File: src/logic/conv_sum_pkg.sv
// shared widths, kernel geometry and data types, referenced by scoped name from every RTL file
`default_nettype none

package conv_sum_pkg;

    // datapath width of taps, sums, scaler, bias and results
    localparam int FEATURE_WIDTH = 16;

    // kernel geometry
    localparam int TAPS_PER_KERNEL = 25;
    localparam int TAPS_3X3 = 9;

    // channel tag that rides along with each item
    localparam int CHANNEL_NO_WIDTH = 5;

    typedef logic [FEATURE_WIDTH-1:0] feature_t;
    typedef logic [CHANNEL_NO_WIDTH-1:0] channel_no_t;

    // KN5 gives one 25-tap sum, KN3 gives two 9-tap sums per kernel
    typedef enum logic {
        KN5 = 1'b0,
        KN3 = 1'b1
    } kernel_mode_e;

    // all taps of one kernel, tap 0 in the lowest slot
    typedef feature_t [TAPS_PER_KERNEL-1:0] kernel_taps_t;

endpackage

`default_nettype wire
File: src/logic/stage_if.sv
// carries one item's tag and sums between the accumulation stages, driven through src and read through dst
`default_nettype none

interface stage_if #(
    parameter int TN = 4
);

    // item tag
    logic                        valid;
    conv_sum_pkg::kernel_mode_e  mode;
    conv_sum_pkg::channel_no_t   channel_no;

    // per-kernel sums, one slot per kernel
    conv_sum_pkg::feature_t [TN-1:0] even_sums;
    conv_sum_pkg::feature_t [TN-1:0] odd_sums;

    // sums across all kernels
    conv_sum_pkg::feature_t even_total;
    conv_sum_pkg::feature_t odd_total;

    modport src (
        output valid,
        output mode,
        output channel_no,
        output even_sums,
        output odd_sums,
        output even_total,
        output odd_total
    );

    modport dst (
        input valid,
        input mode,
        input channel_no,
        input even_sums,
        input odd_sums,
        input even_total,
        input odd_total
    );

endinterface

`default_nettype wire

File: src/logic/conv_sum_top.sv
// top level of the accumulation datapath, plain ports in and out, six cycles from taps to result
`default_nettype none

module conv_sum_top #(
    parameter int TN = 4
) (
    input  logic                                  clk,
    input  logic                                  rst,
    input  logic                                  i_valid,
    input  conv_sum_pkg::kernel_mode_e            i_mode,
    input  conv_sum_pkg::channel_no_t             i_channel_no,
    input  conv_sum_pkg::kernel_taps_t [TN-1:0]   i_taps,
    input  conv_sum_pkg::feature_t                i_scaler,
    input  conv_sum_pkg::feature_t                i_bias,
    output logic                                  o_valid,
    output conv_sum_pkg::channel_no_t             o_channel_no,
    output conv_sum_pkg::feature_t                o_result_even,
    output conv_sum_pkg::feature_t                o_result_odd
);

    // per-kernel sums, then channel totals
    stage_if #(.TN(TN)) s_kernel ();
    stage_if #(.TN(TN)) s_channel ();

    // 3 cycles
    kernel_sum_array #(.TN(TN)) u_kernel_sum (
        .clk          (clk),
        .rst          (rst),
        .i_valid      (i_valid),
        .i_mode       (i_mode),
        .i_channel_no (i_channel_no),
        .i_taps       (i_taps),
        .o_stage      (s_kernel)
    );

    // 1 cycle
    channel_accumulator #(.TN(TN)) u_accumulate (
        .clk     (clk),
        .rst     (rst),
        .i_stage (s_kernel),
        .o_stage (s_channel)
    );

    // 2 cycles
    scale_bias_unit u_scale_bias (
        .clk           (clk),
        .rst           (rst),
        .i_stage       (s_channel),
        .i_scaler      (i_scaler),
        .i_bias        (i_bias),
        .o_valid       (o_valid),
        .o_channel_no  (o_channel_no),
        .o_result_even (o_result_even),
        .o_result_odd  (o_result_odd)
    );

endmodule

`default_nettype wire

File: src/logic/scale_bias_unit.sv
// scales both channel totals then adds the bias, two register stages at the end of the chain
`default_nettype none

module scale_bias_unit (
    input  logic                       clk,
    input  logic                       rst,
    stage_if.dst                       i_stage,
    input  conv_sum_pkg::feature_t     i_scaler,
    input  conv_sum_pkg::feature_t     i_bias,
    output logic                       o_valid,
    output conv_sum_pkg::channel_no_t  o_channel_no,
    output conv_sum_pkg::feature_t     o_result_even,
    output conv_sum_pkg::feature_t     o_result_odd
);

    logic                       valid_s1;
    conv_sum_pkg::channel_no_t  chan_s1;
    conv_sum_pkg::feature_t     scaled_even;
    conv_sum_pkg::feature_t     scaled_odd;

    // stage 1: multiply, low bits only, idle slots forced to zero
    always_ff @(posedge clk) begin
        if (rst) begin
            valid_s1 <= 1'b0;
            chan_s1 <= '0;
            scaled_even <= '0;
            scaled_odd <= '0;
        end else begin
            valid_s1 <= i_stage.valid;
            chan_s1 <= i_stage.channel_no;
            if (i_stage.valid) begin
                scaled_even <= i_stage.even_total * i_scaler;
                scaled_odd <= i_stage.odd_total * i_scaler;
            end else begin
                scaled_even <= '0;
                scaled_odd <= '0;
            end
        end
    end

    // stage 2: bias add, wraps at FEATURE_WIDTH
    always_ff @(posedge clk) begin
        if (rst) begin
            o_valid <= 1'b0;
            o_channel_no <= '0;
            o_result_even <= '0;
            o_result_odd <= '0;
        end else begin
            o_valid <= valid_s1;
            o_channel_no <= chan_s1;
            o_result_even <= scaled_even + i_bias;
            o_result_odd <= scaled_odd + i_bias;
        end
    end

endmodule

`default_nettype wire

File: src/logic/channel_accumulator.sv
// one-cycle sum of the per-kernel even and odd sums into channel totals
`default_nettype none

module channel_accumulator #(
    parameter int TN = 4
) (
    input  logic  clk,
    input  logic  rst,
    stage_if.dst  i_stage,
    stage_if.src  o_stage
);

    conv_sum_pkg::feature_t even_acc;
    conv_sum_pkg::feature_t odd_acc;

    // wrapping sums across kernels
    always_comb begin
        even_acc = '0;
        odd_acc = '0;
        for (int k = 0; k < TN; k++) begin
            even_acc = even_acc + i_stage.even_sums[k];
            odd_acc = odd_acc + i_stage.odd_sums[k];
        end
    end

    always_ff @(posedge clk) begin
        if (rst) begin
            o_stage.valid <= 1'b0;
            o_stage.mode <= conv_sum_pkg::KN5;
            o_stage.channel_no <= '0;
            o_stage.even_total <= '0;
            o_stage.odd_total <= '0;
        end else begin
            o_stage.valid <= i_stage.valid;
            o_stage.mode <= i_stage.mode;
            o_stage.channel_no <= i_stage.channel_no;
            o_stage.even_total <= even_acc;
            o_stage.odd_total <= odd_acc;
        end
    end

    // per-kernel lanes end here
    assign o_stage.even_sums = '0;
    assign o_stage.odd_sums = '0;

endmodule

`default_nettype wire

File: src/logic/kernel_sum_array.sv
// sums TN kernels in parallel and tags each result with its delayed valid, mode and channel
`default_nettype none

module kernel_sum_array #(
    parameter int TN = 4
) (
    input  logic                                  clk,
    input  logic                                  rst,
    input  logic                                  i_valid,
    input  conv_sum_pkg::kernel_mode_e            i_mode,
    input  conv_sum_pkg::channel_no_t             i_channel_no,
    input  conv_sum_pkg::kernel_taps_t [TN-1:0]   i_taps,
    stage_if.src                                  o_stage
);

    // matches the adder tree depth
    localparam int TAG_DEPTH = 3;

    logic                        valid_pipe [TAG_DEPTH];
    conv_sum_pkg::kernel_mode_e  mode_pipe [TAG_DEPTH];
    conv_sum_pkg::channel_no_t   chan_pipe [TAG_DEPTH];

    conv_sum_pkg::feature_t sum5 [TN];
    conv_sum_pkg::feature_t sum3_even [TN];
    conv_sum_pkg::feature_t sum3_odd [TN];

    // tag delay line
    always_ff @(posedge clk) begin
        if (rst) begin
            for (int d = 0; d < TAG_DEPTH; d++) begin
                valid_pipe[d] <= 1'b0;
                mode_pipe[d] <= conv_sum_pkg::KN5;
                chan_pipe[d] <= '0;
            end
        end else begin
            valid_pipe[0] <= i_valid;
            mode_pipe[0] <= i_mode;
            chan_pipe[0] <= i_channel_no;
            for (int d = 1; d < TAG_DEPTH; d++) begin
                valid_pipe[d] <= valid_pipe[d-1];
                mode_pipe[d] <= mode_pipe[d-1];
                chan_pipe[d] <= chan_pipe[d-1];
            end
        end
    end

    for (genvar k = 0; k < TN; k++) begin : g_kernel
        kernel_adder_tree u_tree (
            .clk         (clk),
            .rst         (rst),
            .i_taps      (i_taps[k]),
            .o_sum5      (sum5[k]),
            .o_sum3_even (sum3_even[k]),
            .o_sum3_odd  (sum3_odd[k])
        );

        // 5x5 puts its sum on the even lane and nothing on the odd lane
        assign o_stage.even_sums[k] = (mode_pipe[TAG_DEPTH-1] == conv_sum_pkg::KN3)
                                    ? sum3_even[k] : sum5[k];
        assign o_stage.odd_sums[k] = (mode_pipe[TAG_DEPTH-1] == conv_sum_pkg::KN3)
                                   ? sum3_odd[k] : '0;
    end

    assign o_stage.valid = valid_pipe[TAG_DEPTH-1];
    assign o_stage.mode = mode_pipe[TAG_DEPTH-1];
    assign o_stage.channel_no = chan_pipe[TAG_DEPTH-1];

    // totals are formed in the next stage
    assign o_stage.even_total = '0;
    assign o_stage.odd_total = '0;

endmodule

`default_nettype wire

File: src/logic/kernel_adder_tree.sv
// three-cycle adder tree for one kernel, instantiated per kernel by kernel_sum_array
`default_nettype none

module kernel_adder_tree (
    input  logic                        clk,
    input  logic                        rst,
    input  conv_sum_pkg::kernel_taps_t  i_taps,
    output conv_sum_pkg::feature_t      o_sum5,
    output conv_sum_pkg::feature_t      o_sum3_even,
    output conv_sum_pkg::feature_t      o_sum3_odd
);

    // first tap of the odd 3x3 half and of the seven leftover taps
    localparam int ODD_BASE = conv_sum_pkg::TAPS_3X3;
    localparam int REM_BASE = 2 * conv_sum_pkg::TAPS_3X3;

    // layer 0 results: two quads plus the ninth tap per half
    conv_sum_pkg::feature_t l0_even [3];
    conv_sum_pkg::feature_t l0_odd [3];
    conv_sum_pkg::feature_t l0_rem [4];

    // layer 1 results
    conv_sum_pkg::feature_t l1_even;
    conv_sum_pkg::feature_t l1_odd;
    conv_sum_pkg::feature_t l1_rem;

    // layer 0
    always_ff @(posedge clk) begin
        if (rst) begin
            for (int g = 0; g < 3; g++) begin
                l0_even[g] <= '0;
                l0_odd[g] <= '0;
            end
            for (int k = 0; k < 4; k++) begin
                l0_rem[k] <= '0;
            end
        end else begin
            for (int g = 0; g < 2; g++) begin
                l0_even[g] <= i_taps[4*g] + i_taps[4*g+1]
                            + i_taps[4*g+2] + i_taps[4*g+3];
                l0_odd[g] <= i_taps[ODD_BASE+4*g] + i_taps[ODD_BASE+4*g+1]
                           + i_taps[ODD_BASE+4*g+2] + i_taps[ODD_BASE+4*g+3];
            end
            // ninth tap of each half just waits one cycle
            l0_even[2] <= i_taps[ODD_BASE-1];
            l0_odd[2] <= i_taps[REM_BASE-1];
            // leftover taps 18..24 in pairs
            for (int k = 0; k < 3; k++) begin
                l0_rem[k] <= i_taps[REM_BASE+k] + i_taps[REM_BASE+4+k];
            end
            // tap 21 pairs with the zero pad
            l0_rem[3] <= i_taps[REM_BASE+3];
        end
    end

    // layer 1, one value per group
    always_ff @(posedge clk) begin
        if (rst) begin
            l1_even <= '0;
            l1_odd <= '0;
            l1_rem <= '0;
        end else begin
            l1_even <= l0_even[0] + l0_even[1] + l0_even[2];
            l1_odd <= l0_odd[0] + l0_odd[1] + l0_odd[2];
            l1_rem <= l0_rem[0] + l0_rem[1] + l0_rem[2] + l0_rem[3];
        end
    end

    // layer 2, full 5x5 sum plus the 3x3 halves held to line up with it
    always_ff @(posedge clk) begin
        if (rst) begin
            o_sum5 <= '0;
            o_sum3_even <= '0;
            o_sum3_odd <= '0;
        end else begin
            o_sum5 <= l1_even + l1_odd + l1_rem;
            o_sum3_even <= l1_even;
            o_sum3_odd <= l1_odd;
        end
    end

endmodule

`default_nettype wire

File: config.mk
export PLATFORM = sky130hd
export DESIGN_NAME = conv_sum_top
export DESIGN_NICKNAME = d
export VERILOG_FILES = /design/src/logic/conv_sum_pkg.sv /design/src/logic/stage_if.sv /design/src/logic/conv_sum_top.sv /design/src/logic/scale_bias_unit.sv /design/src/logic/channel_accumulator.sv /design/src/logic/kernel_sum_array.sv /design/src/logic/kernel_adder_tree.sv
export SDC_FILE = /design/constraint.sdc
export NUM_CORES = 2
export LEC_CHECK = 0
export ABC_AREA = 0
export BUFFER_PORTS_ARGS = -buffer_cell sky130_fd_sc_hd__buf_2
export CORE_AREA = 4 4 650 652
export CTS_CLUSTER_DIAMETER = 60
export DETAILED_ROUTE_END_ITERATION = 8
export DIE_AREA = 0 0 654 656
export PLACE_DENSITY = 0.46
export SYNTH_ARGS = -nofsm -noshare
export SYNTH_HDL_FRONTEND = slang
export SYNTH_SLANG_ARGS = --single-unit
File: constraint.sdc
create_clock -name clk -period 6.1 [get_ports clk]
set_input_delay 0.305 -clock clk [delete_from_list [all_inputs] [get_ports clk]]
set_output_delay 0.305 -clock clk [all_outputs]
set_load 0.005 [all_outputs]
## Word-level counts from Yosys, hierarchy flattened

Memory sizes are Yosys's and may differ from the RTL's. A register that Yosys moved wholly into a read port is not among the register bits.
Index checks and enable logic that the tools add are counted.

| storage, ports and cells | value |
|---|---|
| bits in registers | 492 |
| bits in writable memories | 661 |
| input bits | 1,641 |
| output and inout bits | 38 |
| memories | 15 |

Memory list:

| memory | words | width | read ports | clocked after memory_dff | write ports | line | source |
|---|---|---|---|---|---|---|---|
| u_kernel_sum.g_kernel[0].u_tree.l0_rem | 4 | 16 | 4 | 0 | 4 | kernel_adder_tree.sv:20 | `conv_sum_pkg::feature_t l0_rem [4];` |
| u_kernel_sum.g_kernel[1].u_tree.l0_rem | 4 | 16 | 4 | 0 | 4 | kernel_adder_tree.sv:20 |  |
| u_kernel_sum.g_kernel[2].u_tree.l0_rem | 4 | 16 | 4 | 0 | 4 | kernel_adder_tree.sv:20 |  |
| u_kernel_sum.g_kernel[3].u_tree.l0_rem | 4 | 16 | 4 | 0 | 4 | kernel_adder_tree.sv:20 |  |
| u_kernel_sum.g_kernel[0].u_tree.l0_even | 3 | 16 | 3 | 0 | 3 | kernel_adder_tree.sv:18 | `conv_sum_pkg::feature_t l0_even [3];` |
| u_kernel_sum.g_kernel[0].u_tree.l0_odd | 3 | 16 | 3 | 0 | 3 | kernel_adder_tree.sv:19 | `conv_sum_pkg::feature_t l0_odd [3];` |
| 9 more memories | - | - | - | - | - | - |  |

| operators by class | value |
|---|---|
| add/sub/neg operators | 104 |
| multiply operators | 2 |
| mux-type cells | 60 |
| bitwise logic cells | 50 |
| reduce and logical (&&, ||, !) cells | 1 |

Operator list:

| operator | count |
|---|---|
| adder 16 bit | 104 |
| two-way mux 16 bit | 48 |
| OR 1 bit | 49 |
| multiplier 16 x 16 -> 16 bit | 2 |
| two-way mux 5 bit | 3 |
| two-way mux 1 bit | 9 |
| OR reduction 2 bit | 1 |
| NOT 1 bit | 1 |

## Logic depth before layout (Yosys ltp)

An unclocked memory read counts as a cell.

| logic depth | value |
|---|---|
| depth in word-level cells | 5 |
| depth in mapped cells | 22 |
| mapped depth without buffers | 20 |

## By module

A second synthesis with hierarchy kept.

| unflattened totals | value |
|---|---|
| cell total of the unflattened synthesis | 10,592 |
| area, all modules | 95,701.8 um2 |

Modules (own cells, without submodules):

| module | instances | cells each | area each (um2) |
|---|---|---|---|
| kernel_adder_tree at u_kernel_sum.g_kernel[2].u_tree ... | 2 | 2,104 | 19,198.4 |
| kernel_adder_tree at u_kernel_sum.g_kernel[1].u_tree | 1 | 2,171 | 19,543.7 |
| kernel_adder_tree at u_kernel_sum.g_kernel[0].u_tree | 1 | 2,111 | 19,254.7 |
| scale_bias_unit | 1 | 1,283 | 11,202.0 |
| channel_accumulator | 1 | 595 | 5,023.6 |
| kernel_sum_array | 1 | 224 | 2,280.9 |

## Worst setup path after synthesis

OpenSTA, ideal clock, no wires.

| timing | value |
|---|---|
| path kind | input to register |
| start | input port i_scaler[1] |
| end | register u_scale_bias.scaled_odd[15] |
| library setup time | 128 ps |
| data arrival time | 5,291 ps |
| required time | 5,972 ps |
| slack | 682 ps |
| stages | 20 |
| buffers on the path | 2 |
| cell sequence | clkbuf_1 -> clkbuf_1 -> nand2_1 -> fa_1 -> fa_1 -> fa_1 -> fa_1 -> inv_1 -> fa_1 -> inv_1 -> fa_1 -> inv_1 -> ha_1 -> a21o_1 -> a21o_1 -> a31oi_1 -> a21oi_1 -> a31oi_1 -> xnor2_1 -> nor2_1 |

| between the ends | value |
|---|---|
| word-level cells in the longest chain between the ends | 1 |

RTL lines:

| item | line | source |
|---|---|---|
| from (decl) | conv_sum_top.sv:13 | `input conv_sum_pkg::feature_t i_scaler,` |
| multiplier 16 x 16 -> 16 bit | scale_bias_unit.sv:33 | `scaled_odd <= i_stage.odd_total * i_scaler;` |
| to (signal assigned) | scale_bias_unit.sv:33 |  |
| to (decl) | scale_bias_unit.sv:19 | `conv_sum_pkg::feature_t scaled_odd;` |

Every way passes these cells.
A chain may end at the register's enable or synchronous reset.

## Final worst setup path

| timing | value |
|---|---|
| start | register u_accumulate.o_stage.odd_total[5] |
| end | register u_scale_bias.scaled_odd[15] |

| between the ends | value |
|---|---|
| word-level cells in the longest chain between the ends | 1 |

RTL lines:

| item | line | source |
|---|---|---|
| from (decl) | stage_if.sv:28 | `output odd_total` |
| from (signal assigned) | channel_accumulator.sv:32 | `o_stage.odd_total <= '0;` |
| from (signal assigned) | channel_accumulator.sv:38 | `o_stage.odd_total <= odd_acc;` |
| multiplier 16 x 16 -> 16 bit | scale_bias_unit.sv:33 |  |

Every way passes these cells.

==> qor.csv <==
metric,value,unit
cells after synthesis,8743,
power density cells,427.8,nW/um^2
input/output buffers,1678,
die area,429000,um^2
worst slew pin tran,1.288,ns
clk slew on worst S/H paths,0.06,ns
Routed Antenna Nets,0,
pin count of the biggest net entering global routing,190,
Slew HR,13.41,%
Startpoint Class,flop,
fmax,0.1833,GHz
status,"complete, no violations",
Int Pwr,27.82,mW
H-Tree Depth,4,
sequential area share after synthesis,26.75,%
VDD IR max,484.4,uV
most common cell in the synthesized netlist,dfxtp_1,
Finished Cell Area,115200,um^2
vias in the first global route,75560,
first-pass GRT wire length,540600,um
Synth top cells by count,"dfxtp_1, fa_1, nor2_1",
fraction of layout cells with a size suffix above 1,19.83,%
fin nets,14640,
vias,70300,
Synth cell types,70,
Overall Power,49.28,mW
clock sinks,1159,
cell taking the most area after synthesis,dfxtp_1,
routability cong.,0.9221,
GR Util met3,3.280,%
GRT overflow,0,
WL final,381800,um
Post-synth EDFFs,0,
post-synthesis async set-or-reset flop share,0,%
Layout area overhead,32.78,%
Worst EP arrival,6.17,ns
"Clk Latency, worst-skew pair",0.86,ns
Setup crit end kind,flop,
# Max-Cap Violations,0,
Clk pwr share,21.8,%
1st-pass router iterations,6,
Seq cells post-synth,1159,
Synth Cell Area,86750,um^2
GRT Resource Usage Total,17.41,%
switching power,21.46,mW
initial antenna violation count,189,
Final min period,5.454,ns
CTS Root Cell,clkbuf_16,
Fin. Hold Viols,0,
Placed Area,101700,um^2
ys flop type,dfxtp_1,
area share of the largest cell type after synthesis,26.75,%
setup repair after global routing missed its margin,no,
DR WL/cell,22.64,um
"Most Used Layer, Global Route",met2,
core box area,416300,um^2
setup TNS,0,ns
Starting DRT DRC Count,3259,
Seq pwr share,23.4,%
synthesized net count,12220,
PnR worst setup slack,0.6458,ns
TritonCTS buffer count,179,
logic gate share of total power,54.8,%
Setup CP Type,flop to flop,
Max Slew Vio Count,0,
Die Width,654,um
critical-path maximum fanout,11,
Critical Path RT,6.81,ns
Syn Area/Cell,9.922,um^2
"worst slack, placed",0.4773,ns
number of remaining DRC errors,0,
I/O pin total,1679,
met2 usage,30.41,%
Die Y,656,um
switching share of power,43.54,%
Site Rows,237,
Detailed Place HPWL,332900,um
Setup Skew,0.06338,ns
Tightest Hold Check Type,primary input to flop,
Area contributors post-synth,"dfxtp_1, fa_1, ha_1, nor2b_1, xnor2_1",
Avg Vias per Cell,4.169,
LEAKAGE,52.40,nW
"Core Util, Final",27.67,%
TritonCTS clock tree,yes,
post-CTS setup repair buffer count,0,
Longest Clk Path Bufs,4,
Syn. warnings,0,
Initial Util,20.84,%
crit share post-route,89.41,%
met1 usage,22.27,%
Setup-failing EPs final,0,
[flip-flops by register name, indices dropped and copies added, names as in the netlist, 3 cells and up]
name,count
u_accumulate.o_stage.odd_total,16
u_kernel_sum.g_kernel.u_tree.l1_rem,64
u_scale_bias.o_result_odd,16
u_accumulate.o_stage.channel_no,5
u_kernel_sum.valid_pipe,3
u_kernel_sum.g_kernel.u_tree.l1_odd,64
u_scale_bias.o_channel_no,5
u_scale_bias.o_result_even,16
u_scale_bias.chan_s1,5
u_kernel_sum.g_kernel.u_tree.o_sum3_odd,64
u_kernel_sum.g_kernel.u_tree.o_sum5,64
u_scale_bias.scaled_even,16
u_kernel_sum.g_kernel.u_tree.l0_rem,256
u_kernel_sum.g_kernel.u_tree.l1_even,64
u_kernel_sum.chan_pipe,15
u_accumulate.o_stage.even_total,16
u_kernel_sum.g_kernel.u_tree.l0_odd,192
u_kernel_sum.g_kernel.u_tree.o_sum3_even,64
u_kernel_sum.g_kernel.u_tree.l0_even,192
u_scale_bias.scaled_odd,16
u_kernel_sum.mode_pipe,3
[logic make-up after synthesis]
family	synth area share [%]
simple gates	15.37
mux	1.871
compound gates	11.57
xor+xnor	5.827
fa+ha+maj	35.30
flops	26.75
buf+inv	3.310
[cell usage in the layout, fill, tap and decap left out, drive strengths merged, types with 71 or more instances in the layout]
cell type and count:
a21o 305, a21oi 381, a31oi 71, and2 179, buf 1711, clkbuf 224
dfxtp 1159, dlygate4sd3 717, fa 1026, ha 806, inv 616, mux2 137
nand2 543, nand3 95, nor2 857, nor2b 613, nor3 284, o21a 89
o21ai 289, o31ai 78, or3 77, xnor2 418, xor2 154
[final timing paths]
check	slack, ns	start	endpoint	cells after the start
worst max-delay path	0.65	u_accumulate.o_stage.odd_total[5]	u_scale_bias.scaled_odd[15]	19
worst min-delay path	0.04	i_taps[719]	u_kernel_sum.g_kernel[1].u_tree.l0_rem[1][15]	4
worst max register to register	0.65	u_accumulate.o_stage.odd_total[5]	u_scale_bias.scaled_odd[15]	19
worst min register to register	0.43	u_accumulate.o_stage.channel_no[4]	u_scale_bias.chan_s1[4]	1
[through the flow]
stage                     std cells  hold WS, ns
after global routing          16830      0.04562
after detailed placement      15760       0.4247
final                         16860      0.04034
after CTS                     16810    0.0002340
after global placement        15760       0.4234
after floorplan                8743       0.4138
[final cells by class]
type	count	area [um^2]
fill	44830	301100
sequential	1159	23210
inverter	576	2162
tap	5497	6878
clock buffer	224	4881
multi-input combinational	6820	60690
clock inverter	101	1295
timing repair buffer	2428	15930
antenna	58	145.1
[layer usage]
metal	part of all wire, %	vias to the layer above	wire length (um)
li1	-	34220	-
met1	44	33910	167800
met2	49	1542	186400
met3	4.9	508	18860
met4	2.1	122	7898
met5	0.20	-	764
[worst max-delay path, cell delays in order (launching register included)]
cell     delay, ns
dfxtp_1       0.61
and2_1        0.22
fa_1          0.41
inv_1         0.09
fa_1          0.45
fa_1          0.50
fa_1          0.55
inv_1         0.05
fa_1          0.47
inv_1         0.05
fa_1          0.47
inv_1         0.04
ha_1          0.33
a21o_1        0.21
a21o_1        0.21
a31oi_1       0.14
a21oi_1       0.10
a31oi_1       0.24
xnor2_1       0.14
nor2_1        0.06
[timing repair]
item / in CTS / in global routing
hold buffers: 717 / 0
resized for setup: 0 / 0
endpoints found under the hold margin: 479 / 0
[power by group through the flow]
stage	Combinational [mW]	Sequential, mW	Clock (mW)
after floorplan	18.7	10.4	0
after global placement	26.7	11.9	0
after detailed placement	26.7	11.9	0
after CTS	27.5	11.7	11.2
after global routing	30.7	11.8	11.4
final	27.0	11.5	10.7
Note: power is estimated with default switching activity, not from simulation.
